==> src/hdl/idu_pkg.sv <==
package idu_pkg;

    localparam int XLEN       = 32;
    localparam int REG_ADDR_W = 5;

    // major opcodes
    localparam logic [6:0] OPC_OP     = 7'b0110011;
    localparam logic [6:0] OPC_OP_IMM = 7'b0010011;
    localparam logic [6:0] OPC_LOAD   = 7'b0000011;
    localparam logic [6:0] OPC_STORE  = 7'b0100011;
    localparam logic [6:0] OPC_BRANCH = 7'b1100011;
    localparam logic [6:0] OPC_LUI    = 7'b0110111;
    localparam logic [6:0] OPC_AUIPC  = 7'b0010111;
    localparam logic [6:0] OPC_JAL    = 7'b1101111;
    localparam logic [6:0] OPC_JALR   = 7'b1100111;

    // alu funct3
    localparam logic [2:0] FUNCT3_ADD  = 3'b000;
    localparam logic [2:0] FUNCT3_SLL  = 3'b001;
    localparam logic [2:0] FUNCT3_SLT  = 3'b010;
    localparam logic [2:0] FUNCT3_SLTU = 3'b011;
    localparam logic [2:0] FUNCT3_XOR  = 3'b100;
    localparam logic [2:0] FUNCT3_SR   = 3'b101;
    localparam logic [2:0] FUNCT3_OR   = 3'b110;
    localparam logic [2:0] FUNCT3_AND  = 3'b111;

    // branch, load and store funct3
    localparam logic [2:0] FUNCT3_BEQ  = 3'b000;
    localparam logic [2:0] FUNCT3_BNE  = 3'b001;
    localparam logic [2:0] FUNCT3_BLT  = 3'b100;
    localparam logic [2:0] FUNCT3_BGE  = 3'b101;
    localparam logic [2:0] FUNCT3_BLTU = 3'b110;
    localparam logic [2:0] FUNCT3_BGEU = 3'b111;
    localparam logic [2:0] FUNCT3_B    = 3'b000;
    localparam logic [2:0] FUNCT3_H    = 3'b001;
    localparam logic [2:0] FUNCT3_W    = 3'b010;
    localparam logic [2:0] FUNCT3_BU   = 3'b100;
    localparam logic [2:0] FUNCT3_HU   = 3'b101;

    localparam logic [6:0] FUNCT7_NORM = 7'b0000000;
    localparam logic [6:0] FUNCT7_ALT  = 7'b0100000;

    typedef enum logic [4:0] {
        OP_NONE,
        ADD, SUB, SLT, SLTU, XOR, OR, AND, SLL, SRL, SRA,
        BEQ, BNE, BLT, BGE, BLTU, BGEU,
        LB, LH, LW, LBU, LHU,
        SB, SH, SW,
        LUI, AUIPC, JAL, JALR
    } alu_op_e;

    typedef enum logic [2:0] {
        FMT_R,
        FMT_I,
        FMT_S,
        FMT_B,
        FMT_U,
        FMT_J,
        FMT_NONE
    } ins_fmt_e;

    typedef logic [XLEN-1:0]       word_t;
    typedef logic [REG_ADDR_W-1:0] reg_addr_t;

endpackage

==> src/hdl/decode_reg.sv <==
module decode_reg import idu_pkg::*; (
    input  logic      clk_i,
    input  logic      arst_n_i,
    input  logic      if_valid_i,
    input  logic      flush_i,
    input  logic      stall_i,
    input  logic      ex_ready_i,
    input  alu_op_e   op_i,
    input  word_t     src1_i,
    input  word_t     src2_i,
    input  word_t     imm_i,
    input  word_t     pc_i,
    input  reg_addr_t rd_i,
    input  logic      wb_en_i,
    output logic      if_ready_o,
    output logic      ex_valid_o,
    output alu_op_e   ex_op_o,
    output word_t     ex_src1_o,
    output word_t     ex_src2_o,
    output word_t     ex_imm_o,
    output word_t     ex_pc_o,
    output reg_addr_t ex_rd_o,
    output logic      ex_wb_en_o
);

    logic accept;

    // slot frees up on the same edge execute takes it
    assign if_ready_o = (~ex_valid_o | ex_ready_i) & ~stall_i;
    assign accept     = if_valid_i & if_ready_o & ~flush_i;

    always_ff @(posedge clk_i or negedge arst_n_i) begin
        if (!arst_n_i) begin
            ex_valid_o <= 1'b0;
        end else if (flush_i) begin
            ex_valid_o <= 1'b0;
        end else if (accept) begin
            ex_valid_o <= 1'b1;
        end else if (ex_ready_i) begin
            ex_valid_o <= 1'b0;
        end
    end

    // payload only moves on acceptance, so it holds under back-pressure
    always_ff @(posedge clk_i) begin
        if (accept) begin
            ex_op_o    <= op_i;
            ex_src1_o  <= src1_i;
            ex_src2_o  <= src2_i;
            ex_imm_o   <= imm_i;
            ex_pc_o    <= pc_i;
            ex_rd_o    <= rd_i;
            ex_wb_en_o <= wb_en_i;
        end
    end

endmodule

==> src/hdl/idu_top.sv <==
module idu_top import idu_pkg::*; (
    input  logic      clk_i,
    input  logic      arst_n_i,
    // fetch
    input  logic      if_valid_i,
    input  word_t     if_ins_i,
    input  word_t     if_pc_i,
    output logic      if_ready_o,
    // register file read
    output reg_addr_t rf_rs1_addr_o,
    output reg_addr_t rf_rs2_addr_o,
    input  word_t     rf_rs1_data_i,
    input  word_t     rf_rs2_data_i,
    // forwarding sources
    input  logic      alu_wb_valid_i,
    input  logic      alu_wb_load_i,
    input  reg_addr_t alu_wb_addr_i,
    input  word_t     alu_wb_data_i,
    input  logic      lsu_wb_valid_i,
    input  logic      lsu_wb_load_i,
    input  reg_addr_t lsu_wb_addr_i,
    input  word_t     lsu_wb_data_i,
    input  logic      rfw_valid_i,
    input  reg_addr_t rfw_addr_i,
    input  word_t     rfw_data_i,
    // execute
    input  logic      flush_i,
    input  logic      ex_ready_i,
    output logic      ex_valid_o,
    output alu_op_e   ex_op_o,
    output word_t     ex_src1_o,
    output word_t     ex_src2_o,
    output word_t     ex_imm_o,
    output word_t     ex_pc_o,
    output reg_addr_t ex_rd_o,
    output logic      ex_wb_en_o
);

    alu_op_e   dec_op;
    ins_fmt_e  dec_fmt;
    logic      dec_wb_en;
    logic      use_rs1;
    logic      use_rs2;
    word_t     opnd_imm;
    word_t     br_st_imm;
    word_t     fwd_src1;
    word_t     fwd_src2;
    word_t     src2_nxt;
    logic      stall;
    reg_addr_t rd;

    assign rf_rs1_addr_o = if_ins_i[19:15];
    assign rf_rs2_addr_o = if_ins_i[24:20];
    assign rd            = if_ins_i[11:7];

    op_decoder op_decoder_inst (
        .ins_i     (if_ins_i),
        .op_o      (dec_op),
        .fmt_o     (dec_fmt),
        .wb_en_o   (dec_wb_en),
        .use_rs1_o (use_rs1),
        .use_rs2_o (use_rs2)
    );

    imm_gen imm_gen_inst (
        .ins_i       (if_ins_i),
        .fmt_i       (dec_fmt),
        .opnd_imm_o  (opnd_imm),
        .br_st_imm_o (br_st_imm)
    );

    operand_forward operand_forward_inst (
        .rs1_addr_i     (rf_rs1_addr_o),
        .rs2_addr_i     (rf_rs2_addr_o),
        .use_rs1_i      (use_rs1),
        .use_rs2_i      (use_rs2),
        .rf_rs1_data_i  (rf_rs1_data_i),
        .rf_rs2_data_i  (rf_rs2_data_i),
        .alu_wb_valid_i (alu_wb_valid_i),
        .alu_wb_load_i  (alu_wb_load_i),
        .alu_wb_addr_i  (alu_wb_addr_i),
        .alu_wb_data_i  (alu_wb_data_i),
        .lsu_wb_valid_i (lsu_wb_valid_i),
        .lsu_wb_load_i  (lsu_wb_load_i),
        .lsu_wb_addr_i  (lsu_wb_addr_i),
        .lsu_wb_data_i  (lsu_wb_data_i),
        .rfw_valid_i    (rfw_valid_i),
        .rfw_addr_i     (rfw_addr_i),
        .rfw_data_i     (rfw_data_i),
        .src1_o         (fwd_src1),
        .src2_o         (fwd_src2),
        .stall_o        (stall)
    );

    // I, U and J formats take the immediate as second operand
    assign src2_nxt = (dec_fmt == FMT_I || dec_fmt == FMT_U || dec_fmt == FMT_J) ?
                      opnd_imm : fwd_src2;

    decode_reg decode_reg_inst (
        .clk_i      (clk_i),
        .arst_n_i   (arst_n_i),
        .if_valid_i (if_valid_i),
        .flush_i    (flush_i),
        .stall_i    (stall),
        .ex_ready_i (ex_ready_i),
        .op_i       (dec_op),
        .src1_i     (fwd_src1),
        .src2_i     (src2_nxt),
        .imm_i      (br_st_imm),
        .pc_i       (if_pc_i),
        .rd_i       (rd),
        .wb_en_i    (dec_wb_en),
        .if_ready_o (if_ready_o),
        .ex_valid_o (ex_valid_o),
        .ex_op_o    (ex_op_o),
        .ex_src1_o  (ex_src1_o),
        .ex_src2_o  (ex_src2_o),
        .ex_imm_o   (ex_imm_o),
        .ex_pc_o    (ex_pc_o),
        .ex_rd_o    (ex_rd_o),
        .ex_wb_en_o (ex_wb_en_o)
    );

endmodule

==> src/hdl/imm_gen.sv <==
module imm_gen import idu_pkg::*; (
    input  word_t    ins_i,
    input  ins_fmt_e fmt_i,
    output word_t    opnd_imm_o,
    output word_t    br_st_imm_o
);

    word_t i_imm;
    word_t s_imm;
    word_t b_imm;
    word_t u_imm;
    word_t j_imm;

    assign i_imm = {{(XLEN-12){ins_i[31]}}, ins_i[31:20]};
    assign s_imm = {{(XLEN-12){ins_i[31]}}, ins_i[31:25], ins_i[11:7]};

    // b and j offsets are halfword aligned
    assign b_imm = {{(XLEN-13){ins_i[31]}}, ins_i[31], ins_i[7], ins_i[30:25],
                    ins_i[11:8], 1'b0};
    assign j_imm = {{(XLEN-21){ins_i[31]}}, ins_i[31], ins_i[19:12], ins_i[20],
                    ins_i[30:21], 1'b0};

    assign u_imm = {ins_i[31:12], 12'b0};

    // immediate used as the second operand
    always_comb begin
        case (fmt_i)
            FMT_I:   opnd_imm_o = i_imm;
            FMT_U:   opnd_imm_o = u_imm;
            FMT_J:   opnd_imm_o = j_imm;
            default: opnd_imm_o = '0;
        endcase
    end

    // target or address offset for branches and stores
    always_comb begin
        case (fmt_i)
            FMT_B:   br_st_imm_o = b_imm;
            FMT_S:   br_st_imm_o = s_imm;
            default: br_st_imm_o = '0;
        endcase
    end

endmodule

==> src/hdl/op_decoder.sv <==
module op_decoder import idu_pkg::*; (
    input  word_t    ins_i,
    output alu_op_e  op_o,
    output ins_fmt_e fmt_o,
    output logic     wb_en_o,
    output logic     use_rs1_o,
    output logic     use_rs2_o
);

    logic [6:0] opcode;
    logic [2:0] funct3;
    logic [6:0] funct7;
    logic       f7_norm;
    logic       f7_alt;
    alu_op_e    op;
    ins_fmt_e   fmt_raw;

    // shared by OP and OP_IMM, funct7 checked by the caller
    function automatic alu_op_e alu_base(input logic [2:0] f3);
        case (f3)
            FUNCT3_ADD:  return ADD;
            FUNCT3_SLL:  return SLL;
            FUNCT3_SLT:  return SLT;
            FUNCT3_SLTU: return SLTU;
            FUNCT3_XOR:  return XOR;
            FUNCT3_SR:   return SRL;
            FUNCT3_OR:   return OR;
            default:     return AND;
        endcase
    endfunction

    assign opcode  = ins_i[6:0];
    assign funct3  = ins_i[14:12];
    assign funct7  = ins_i[31:25];
    assign f7_norm = (funct7 == FUNCT7_NORM);
    assign f7_alt  = (funct7 == FUNCT7_ALT);

    always_comb begin
        case (opcode)
            OPC_OP:                         fmt_raw = FMT_R;
            OPC_OP_IMM, OPC_LOAD, OPC_JALR: fmt_raw = FMT_I;
            OPC_STORE:                      fmt_raw = FMT_S;
            OPC_BRANCH:                     fmt_raw = FMT_B;
            OPC_LUI, OPC_AUIPC:             fmt_raw = FMT_U;
            OPC_JAL:                        fmt_raw = FMT_J;
            default:                        fmt_raw = FMT_NONE;
        endcase
    end

    always_comb begin
        op = OP_NONE;
        case (opcode)
            OPC_OP: begin
                if (f7_norm) begin
                    op = alu_base(funct3);
                end else if (f7_alt && funct3 == FUNCT3_ADD) begin
                    op = SUB;
                end else if (f7_alt && funct3 == FUNCT3_SR) begin
                    op = SRA;
                end
            end
            OPC_OP_IMM: begin
                // only shifts carry funct7, the rest is immediate
                if (funct3 == FUNCT3_SLL) begin
                    op = f7_norm ? SLL : OP_NONE;
                end else if (funct3 == FUNCT3_SR) begin
                    op = f7_norm ? SRL : (f7_alt ? SRA : OP_NONE);
                end else begin
                    op = alu_base(funct3);
                end
            end
            OPC_BRANCH: begin
                case (funct3)
                    FUNCT3_BEQ:  op = BEQ;
                    FUNCT3_BNE:  op = BNE;
                    FUNCT3_BLT:  op = BLT;
                    FUNCT3_BGE:  op = BGE;
                    FUNCT3_BLTU: op = BLTU;
                    FUNCT3_BGEU: op = BGEU;
                    default:     op = OP_NONE;
                endcase
            end
            OPC_LOAD: begin
                case (funct3)
                    FUNCT3_B:  op = LB;
                    FUNCT3_H:  op = LH;
                    FUNCT3_W:  op = LW;
                    FUNCT3_BU: op = LBU;
                    FUNCT3_HU: op = LHU;
                    default:   op = OP_NONE;
                endcase
            end
            OPC_STORE: begin
                case (funct3)
                    FUNCT3_B: op = SB;
                    FUNCT3_H: op = SH;
                    FUNCT3_W: op = SW;
                    default:  op = OP_NONE;
                endcase
            end
            OPC_LUI:   op = LUI;
            OPC_AUIPC: op = AUIPC;
            OPC_JAL:   op = JAL;
            OPC_JALR:  op = (funct3 == FUNCT3_ADD) ? JALR : OP_NONE;
            default:   op = OP_NONE;
        endcase
    end

    assign op_o  = op;
    assign fmt_o = (op == OP_NONE) ? FMT_NONE : fmt_raw;

    assign wb_en_o   = (fmt_o == FMT_R) | (fmt_o == FMT_I) | (fmt_o == FMT_U) | (fmt_o == FMT_J);
    assign use_rs1_o = ~((fmt_o == FMT_U) | (fmt_o == FMT_J));
    assign use_rs2_o = (fmt_o == FMT_R) | (fmt_o == FMT_S) | (fmt_o == FMT_B);

endmodule

==> src/hdl/operand_forward.sv <==
module operand_forward import idu_pkg::*; (
    input  reg_addr_t rs1_addr_i,
    input  reg_addr_t rs2_addr_i,
    input  logic      use_rs1_i,
    input  logic      use_rs2_i,
    input  word_t     rf_rs1_data_i,
    input  word_t     rf_rs2_data_i,
    input  logic      alu_wb_valid_i,
    input  logic      alu_wb_load_i,
    input  reg_addr_t alu_wb_addr_i,
    input  word_t     alu_wb_data_i,
    input  logic      lsu_wb_valid_i,
    input  logic      lsu_wb_load_i,
    input  reg_addr_t lsu_wb_addr_i,
    input  word_t     lsu_wb_data_i,
    input  logic      rfw_valid_i,
    input  reg_addr_t rfw_addr_i,
    input  word_t     rfw_data_i,
    output word_t     src1_o,
    output word_t     src2_o,
    output logic      stall_o
);

    // index 0 is rs1, index 1 is rs2
    reg_addr_t  rs_addr [2];
    logic [1:0] rs_used;
    word_t      rf_data [2];
    logic [1:0] hit_alu;
    logic [1:0] hit_lsu;
    logic [1:0] hit_rfw;
    logic [1:0] ld_pend;
    word_t      fwd_data [2];

    assign rs_addr[0] = rs1_addr_i;
    assign rs_addr[1] = rs2_addr_i;
    assign rs_used    = {use_rs2_i, use_rs1_i};
    assign rf_data[0] = rf_rs1_data_i;
    assign rf_data[1] = rf_rs2_data_i;

    always_comb begin
        for (int i = 0; i < 2; i++) begin
            // x0 never forwards
            hit_alu[i] = alu_wb_valid_i & (alu_wb_addr_i == rs_addr[i]) &
                         (|rs_addr[i]) & rs_used[i];
            hit_lsu[i] = lsu_wb_valid_i & (lsu_wb_addr_i == rs_addr[i]) &
                         (|rs_addr[i]) & rs_used[i];
            hit_rfw[i] = rfw_valid_i & (rfw_addr_i == rs_addr[i]) &
                         (|rs_addr[i]) & rs_used[i];

            // youngest writer wins
            if (hit_alu[i]) begin
                fwd_data[i] = alu_wb_data_i;
                ld_pend[i]  = alu_wb_load_i;
            end else if (hit_lsu[i]) begin
                fwd_data[i] = lsu_wb_data_i;
                ld_pend[i]  = lsu_wb_load_i;
            end else if (hit_rfw[i]) begin
                fwd_data[i] = rfw_data_i;
                ld_pend[i]  = 1'b0;
            end else begin
                fwd_data[i] = rf_data[i];
                ld_pend[i]  = 1'b0;
            end
        end
    end

    assign src1_o  = fwd_data[0];
    assign src2_o  = fwd_data[1];

    // load data not back yet
    assign stall_o = |ld_pend;

endmodule
==> config.mk <==
export PLATFORM = sky130hd
export DESIGN_NAME = idu_top
export DESIGN_NICKNAME = d
export VERILOG_FILES = /design/src/hdl/idu_pkg.sv /design/src/hdl/decode_reg.sv /design/src/hdl/idu_top.sv /design/src/hdl/imm_gen.sv /design/src/hdl/op_decoder.sv /design/src/hdl/operand_forward.sv
export SDC_FILE = /design/constraint.sdc
export NUM_CORES = 1
export LEC_CHECK = 0
export BUFFER_PORTS_ARGS = -buffer_cell sky130_fd_sc_hd__buf_2
export CAP_MARGIN = 0
export CORE_ASPECT_RATIO = 0.75
export CORE_MARGIN = 3
export CORE_UTILIZATION = 30
export DETAILED_ROUTE_END_ITERATION = 10
export SYNTH_ARGS = -nofsm -noshare
export SYNTH_HDL_FRONTEND = slang
export SYNTH_SLANG_ARGS = --single-unit
==> constraint.sdc <==
create_clock -name clk_i -period 25 [get_ports clk_i]
set_input_delay 1.25 -clock clk_i [delete_from_list [all_inputs] [get_ports clk_i]]
set_output_delay 1.25 -clock clk_i [all_outputs]
set_load 0.05 [all_outputs]
==> results of run 1 <==
## worst min path at each step
| stage | from | to | slack (ns) | depth (start not counted) |
|---|---|---|---|---|
| 2_1_floorplan | decode_reg_inst.ex_valid_o | decode_reg_inst.ex_valid_o | 0.92 | 2 |
| 3_3_place_gp | decode_reg_inst.ex_valid_o | decode_reg_inst.ex_valid_o | 0.70 | 2 |
| 3_5_place_dp | decode_reg_inst.ex_valid_o | decode_reg_inst.ex_valid_o | 0.71 | 2 |
| 4_1_cts | arst_n_i | decode_reg_inst.ex_valid_o | 0.57 | 1 |
| 5_1_grt | arst_n_i | decode_reg_inst.ex_valid_o | 0.57 | 1 |
| 6_report | arst_n_i | decode_reg_inst.ex_valid_o | 0.60 | 1 |
## routing by layer
metal / share of wire [%] / track usage (%) / vias up / wire length [µm]
met5: 0.11 / 0 / - / 35
met4: 1.0 / 4.36 / 6 / 321
met3: 9.2 / 7.29 / 31 / 2930
met2: 46 / 35.5 / 344 / 14800
met1: 43 / 29.7 / 3514 / 13800
li1: - / - / 3409 / -
## registers in the layout, indices dropped and copies added, names as in the netlist
| register | count |
|---|---|
| decode_reg_inst.ex_imm_o | 13 |
| decode_reg_inst.ex_wb_en_o | 1 |
| decode_reg_inst.ex_valid_o | 1 |
| decode_reg_inst.ex_op_o | 5 |
| decode_reg_inst.ex_src1_o | 32 |
| decode_reg_inst.ex_src2_o | 32 |
| decode_reg_inst.ex_rd_o | 5 |
| decode_reg_inst.ex_pc_o | 32 |
## synthesized netlist by cell type, types with 3 or more instances
library cell,instances
a22o_1,10
nand3_1,8
o221ai_1,12
nand2_2,3
a31oi_1,3
or3_1,3
a21o_1,3
and2_1,14
and3_1,4
buf_4,30
nand2_1,55
a211oi_1,22
clkbuf_1,28
mux2_2,32
xor2_1,9
a32o_1,10
o21ai_0,47
nor2b_1,5
nand4_1,4
buf_2,26
mux2i_1,45
a221oi_1,11
nand2b_1,7
a21oi_1,14
nor2_1,33
edfxtp_1,120
a221o_1,8
and3b_1,3
o211ai_1,3
nor3_1,11
xnor2_1,20
inv_1,21
o22a_1,18
o21ai_1,15
or4_1,5
## area by class of cell
cell class | instances | area, µm² | area share, %
sequential | 121 | 3630 | 34.9
timing repair buffer | 408 | 2060 | 19.9
inverter | 21 | 78.8 | 0.758
tap | 338 | 423 | 4.07
multi-input combinational | 486 | 3600 | 34.6
clock inverter | 15 | 178 | 1.71
clock buffer | 17 | 425 | 4.09
## logic make-up after synthesis
logic type                share of synthesized area [%]
xor gates and xnor gates                           3.28
DFF                                                46.8
muxes                                              10.5
AOI/OAI and AO/OA                                  19.2
buffers and inverters                              7.24
and+or+nand+nor                                    13.0
## where the power goes
group,switching (mW),internal (mW)
Clock,0.0987,0.157
Combinational,0.0877,0.0392
Sequential,0.00281,0.236
Total,0.189,0.432
## critical path: stages
cell and delay (ns):
buf_2 0.34, a211oi_1 0.13, o311ai_0 0.46, and4b_1 0.43, nand3_4 0.59, a311oi_1 0.47
o21ai_1 0.20, nor3_2 0.19, buf_4 0.69, buf_4 0.77
## metrics by stage
stage                     instance area (µm²)  worst slack, ns  hold slack (ns)  power, mW
after global placement                   9790            19.13            0.699      0.368
after detailed placement                 9790            18.97            0.712      0.369
after CTS                               10400            19.43            0.571      0.627
after floorplan                          7750            13.01            0.921      0.328
after global routing                    10400            19.06            0.565      0.646
final                                   10400            19.39            0.595      0.621
## cell usage in the layout (no fill, tap or decap), drive strengths merged, types with 5 or more instances in the layout
| cell type | instances |
|---|---|
| buf | 408 |
| edfxtp | 120 |
| o21ai | 62 |
| nand2 | 59 |
| mux2i | 45 |
| nor2 | 34 |
| mux2 | 32 |
| a211oi | 22 |
| inv | 22 |
| xnor2 | 20 |
| o22a | 18 |
| clkbuf | 17 |
| a21oi | 16 |
| and2 | 14 |
| o221ai | 12 |
| nor3 | 12 |
| a221oi | 11 |
| a32o | 10 |
| a22o | 10 |
| nand3 | 10 |
| xor2 | 9 |
| a221o | 8 |
| clkinv | 8 |
| nand2b | 7 |
| or4 | 6 |
| nor2b | 5 |
| nand4 | 5 |
| nor4 | 5 |
==> impl_results.md, run 1 <==
* Status: complete, no violations
* NumNets Final at 1304
* Routability congestion estimate at 0.837
* Area Overhead vs Synth at 34.0%
* CTS tree: yes
* N_diodes at 0
* Post-DP HPWL at 23700 µm
* Die W at 192 µm
* Vias in the first global route at 7287
* PortBufs at 399
* Slew Limit Fails at 0
* Worst ir drop on vdd at 0.0416 mV
* Post-Syn Area per Cell at 10.9 µm²
* Clk buf depth at 2
* Main synth FF type: edfxtp_1
* Pwr/cell area at 59.7 mW/mm²
* Req. time, crit path at 25.04 ns
* Post-synth cell types at 76
* First-pass GRT wire length at 46400 µm
* Number of synthesized flops with an enable pin at 120
* Final hold violation count at 0
* Worst-path clk slew at 0.06 ns
* Async S/R FF share, synth at 0.826%
* Minimum clock period at 5.61 ns
* Initial antenna violation count at 3
* Reg2Reg Depth at 4
* H-Tree Depth at 4
* Final core utilization at 41.2%
* Worst Tran Pin Value at 1.11 ns
* Placed cells at 1374
* P_leak at 4.23 nW
* Worst rel slew slack at 25.9%
* Hold_buf cts at 0
* Gr ovfl total at 0
* Core area at 0.0252 mm²
* Post-Route WL at 31900 µm
* Syn Nets at 963
* Max Freq at 178 MHz
* Layout cell share with drive strength beyond 1 at 46.9%
* Skew final at 0.00629 ns
* Yosys top cell area share at 46.5%
* Max Cap Viol at 0
* Synth Instances at 714
* CP Launch Point: if_ins_i[5]
* 1st-iter DRT viols at 519
* Number of core rows at 50
* Final setup violating endpoints at 0
* Initial core utilization at 30.8%
* Setup TNS at 0 ns
* Number of remaining DRC errors at 0
* Full die area at 0.0278 mm²
* TritonCTS buffer count at 17
* FF+latch count, synth at 121
* Fillers at 2504
* Vias at 7304
* Synth area leaders: edfxtp_1 46%, mux2i_1 5.8%, mux2_2 4.6%
* I/O pins at 400
* Total clock sinks at 121
* Crit path kind: in -> reg
* ANT nets after route at 0
* Avg WL per Cell at 22.7 µm
* Ys Warns at 0
* Critical path peak fanout at 65
* Pre-Repair DR Iteration Count at 5
* Synth area leader: edfxtp_1
* Total GRT Usage at 22.3%
* CTS root buf: clkbuf_16
* Die Span Y at 145 µm
* Arrival time at the worst endpoint at 5.65 ns
* Synth Cell Area at 0.00775 mm²
* Critical Path End Type: register
* Flop2flop setup slack at 22.33 ns
* Fin crit share at 22.5%
* Worst R2R End: decode_reg_inst.ex_imm_o[6]
* Fin cells at 1406
* Setup crit start kind: primary input
* Register area share after synthesis at 46.8%
* CTS resizes at 0
* Worst skew pair latency at 0.41 ns
* R2R Path Start: decode_reg_inst.ex_valid_o
* Largest net degree at the start of global routing at 66
* Class of the worst hold path: in -> async
* Number of vias per cell at 5.19
* Setup crit end: decode_reg_inst.ex_imm_o[6]
* RSZ-0062 raised after global routing: false
* Post-CTS setup buffers at 0
Power figures use the tool's default switching activity.
==> run 2: changes to the inputs <==
ABC_AREA = 1   (was not set)
clock period = 4.6 ns   (was 25 ns; I/O delays follow)
==> run 2 against run 1 <==
Compared with the run above: non-clock buffer count increased by 40; core utilization increased by 1.3 points; global-route usage increased by 0.44 points; area after synthesis increased by 5.0%; sequential power increased to 5.5 times the previous value; die area increased by 4.8%; critical path depth increased by 9; power increased to 5.6 times the previous value; final area increased by 7.8%; worst hold slack got worse by 0.55 ns.
==> impl_results.md, run 2 <==
* Die W at 196 µm (+2.4%)
* Main synth FF type: edfxtp_1
* Number of cells on the critical path at 19 (+9)
* Number of core rows at 51 (+2.0%)
* Setup TNS at 0 ns (unchanged)
* Fillers at 2813 (+12%)
* Final core utilization at 42.5% (+1.3 points)
* Storage cell area at 0.00363 mm² (unchanged)
* P_int at 2.41 mW (+460%)
* Post-Syn Area per Cell at 7.19 µm² (-34%)
* Total GRT Usage at 22.7% (+0.44 points)
* Worst Tran Pin Value at 0.786 ns (-0.321 ns)
* Routability congestion estimate at 0.910 (+8.7%)
* Clk buf depth at 2 (unchanged)
* P_leak at 5.75 nW (+36%)
* Crit path kind: in -> reg
* Synth area leaders: edfxtp_1 44%, nand2_1 14%, nor2_1 9.2%
* Number of vias per cell at 4.79 (-7.7%)
* Area Overhead vs Synth at 37.6%
* Reg2Reg Depth at 6 (+2)
* Vias in the first global route at 8342 (+14%)
* ANT nets after route at 0 (unchanged)
* Vias at 8962 (+23%)
* Async S/R FF share, synth at 0.826% (unchanged)
* Worst ir drop on vdd at 0.242 mV (+480%)
* Hold Path Stages at 1
* Crit-path cells: buf_2 > inv_1 > nand2_1 > nor2_1 > nand2_1 > clkinv_1 > nand3_1 > nand2_1 > nor2_1 > nand2_1 > nor2_2 > a21oi_4 > buf_4 > nand3_2 > nand2_1 > nand3_1 > nand2_1 > nand2_1 > nand2_1
* Combinational group share of total power at 21.0% (+0.6 points)
* Commonest non-fill, non-tap cell in the layout: buf_2
* Post-Synth Simple-Gate Area at 32.1% (+19 points)
* PortBufs at 399 (unchanged)
* Syn Nets at 1381 (+43%)
* CTS tree: yes
* Worst skew pair latency at 0.42 ns (about the same)
* Synth Instances at 1132 (+59%)
* Critical Path End Type: register
* TritonCTS buffer count at 17 (unchanged)
* FF+latch count, synth at 121 (unchanged)
* Pre-Repair DR Iteration Count at 5 (unchanged)
* Family with the most delay on the worst path: simple AND/OR/NAND/NOR gates
* Synth Area in Compound Gates at 8.33% (-11 points)
* Post-DP HPWL at 26400 µm (+11%)
* Register area share after synthesis at 44.6% (-2.2 points)
* Arrival time at the worst endpoint at 3.64 ns (-2.01 ns)
* Clock power frac at 41.7% (+0.5 points)
* Yosys top cell area share at 44.3% (-2.2 points)
* Most frequent cell after synthesis: nand2_1
* Number of synthesized flops with an enable pin at 120 (unchanged)
* Die Span Y at 149 µm (+2.4%)
* Worst-path clk slew at 0.06 ns (about the same)
* NumNets Final at 1761 (+35%)
* Avg WL per Cell at 18.2 µm (-20%)
* Initial antenna violation count at 6 (+3)
* First-pass GRT wire length at 50100 µm (+8.1%)
* Synth cell count leaders: 304 x nand2_1, 200 x nor2_1, 156 x inv_1, 120 x edfxtp_1, 62 x nand3_1
* I/O pins at 400 (unchanged)
* Status: complete, no violations
* Setup crit start kind: primary input
* Worst rel slew slack at 47.5% (+22 points)
* Synth area leader: edfxtp_1
* H-Tree Depth at 4 (unchanged)
* Fin crit share at 72.8%
* Sw Pwr at 1.09 mW (+480%)
* Final hold violation count at 0 (unchanged)
* Initial core utilization at 30.9% (+0.14 points)
* Total clock sinks at 121 (unchanged)
* Slowest stage delay, CP at 0.63 ns (-0.14 ns)
* Bufs and invs on worst path at 4 (+1)
* Post-Route WL at 34100 µm (+7.0%)
* 1st-iter DRT viols at 679 (+31%)
* Number of remaining DRC errors at 0 (unchanged)
* Gr ovfl total at 0 (unchanged)
* Layout cell share with drive strength beyond 1 at 30.8% (-16 points)
* Largest net degree at the start of global routing at 91 (+38%)
* Synth Cell Area at 0.00814 mm² (+5.0%)
* Post-Synth XOR/XNOR Area at 1.29% (-2.0 points)
* Largest family of logic cells by synthesized area: simple AND/OR/NAND/NOR gates
* Most frequent cells in the layout: 399 x buf_2, 303 x nand2_1, 200 x nor2_1, 155 x inv_1, 120 x edfxtp_1
* Most used cell, CP: nand2_1
* Full die area at 0.0292 mm² (+4.8%)
* Largest regs: decode_reg_inst.ex_pc_o x32, decode_reg_inst.ex_src1_o x32, decode_reg_inst.ex_src2_o x32
* Core area at 0.0264 mm² (+4.5%)
* Max Freq at 298 MHz
* Synth Area in Adders at 0% (unchanged)
* Minimum clock period at 3.35 ns
* Mux cell area share after synthesis at 0% (-10 points)
* Critical path peak fanout at 32 (-51%)
* RSZ-0062 raised after global routing: false
* Req. time, crit path at 4.89 ns (-20.15 ns)
* CTS root buf: clkbuf_16
* Flop pwr share at 37.2% (-1.2 points)
* Ys Warns at 0 (unchanged)
* Slew Limit Fails at 0 (unchanged)
* Post-synth cell types at 35 (-54%)
* Slowest CP cell: nand3_2
* Pwr/cell area at 312 mW/mm² (+420%)
* Class of the worst hold path: in -> reg
* Skew final at 0.00703 ns (+0.000736 ns)
* Multi-input logic area at 0.00342 mm² (-4.8%)
* Max Cap Viol at 0 (unchanged)
* Post-CTS setup buffers at 0 (unchanged)
* Sw Ratio at 31.1% (+0.65 points)
* Final setup violating endpoints at 0 (unchanged)
==> run 2: cell type report <==
cell class	count	area share, %
clock inverter	14	1.73
clock buffer	18	3.83
tap	344	3.84
antenna	1	0.0223
timing repair buffer	448	22.0
multi-input combinational	759	30.6
sequential	121	32.4
inverter	165	5.56
==> run 2: power groups by stage <==
stage          clock, mW  sequential (mW)  combinational [mW]
3_3_place_gp           0             1.33               0.707
3_5_place_dp           0             1.33               0.710
2_1_floorplan          0             1.52               0.265
4_1_cts             1.49             1.30               0.738
6_report            1.46             1.30               0.736
5_1_grt             1.55             1.31               0.791
==> run 2: kinds of logic (layout without fill, tap and decap cells) <==
family,count (synthesis),count (layout)
simple gates,627,627
compound gates,120,120
buf+inv,252,645
flops,121,121
xor+xnor,12,12
other cells,0,1
==> run 2: worst paths after layout <==
path	start	end	slack, ns
max	if_ins_i[3]	decode_reg_inst.ex_src2_o[25]	1.25
min	if_pc_i[6]	decode_reg_inst.ex_pc_o[6]	0.04
max reg2reg	decode_reg_inst.ex_valid_o	decode_reg_inst.ex_src2_o[11]	2.86
min reg2reg	decode_reg_inst.ex_valid_o	decode_reg_inst.ex_valid_o	0.60
max in group asynchronous	arst_n_i	decode_reg_inst.ex_valid_o	4.37
min in group asynchronous	arst_n_i	decode_reg_inst.ex_valid_o	0.13
==> run 2: what timing repair did <==
| action | in CTS | in global routing |
|---|---|---|
| gates resized for setup | 0 | 0 |
| hold buffers | 37 | 0 |
| endpoints found under the hold margin | 37 | 0 |
==> run 2: stage by stage <==
| stage | power (mW) | instances | hold WS, ns | instance area (µm²) | worst slack (ns) |
|---|---|---|---|---|---|
| 4_1_cts | 3.53 | 1869 | 0.0295 | 11200 | 1.28 |
| 2_1_floorplan | 1.78 | 1132 | -0.0656 | 8150 | 0.659 |
| 6_report | 3.50 | 1870 | 0.0421 | 11200 | 1.25 |
| 3_3_place_gp | 2.03 | 1800 | 0.0174 | 10200 | 0.906 |
| 3_5_place_dp | 2.04 | 1800 | 0.0158 | 10200 | 0.834 |
| 5_1_grt | 3.64 | 1870 | 0.0204 | 11200 | 0.905 |
==> run 2: routing by layer <==
| metal | vias up | routed length [µm] | global-route usage [%] |
|---|---|---|---|
| li1 | 4368 | - | - |
| met1 | 4078 | 14300 | 30.2 |
| met2 | 454 | 15900 | 36.5 |
| met3 | 52 | 3090 | 6.00 |
| met4 | 10 | 736 | 6.91 |
| met5 | - | 59 | 0 |
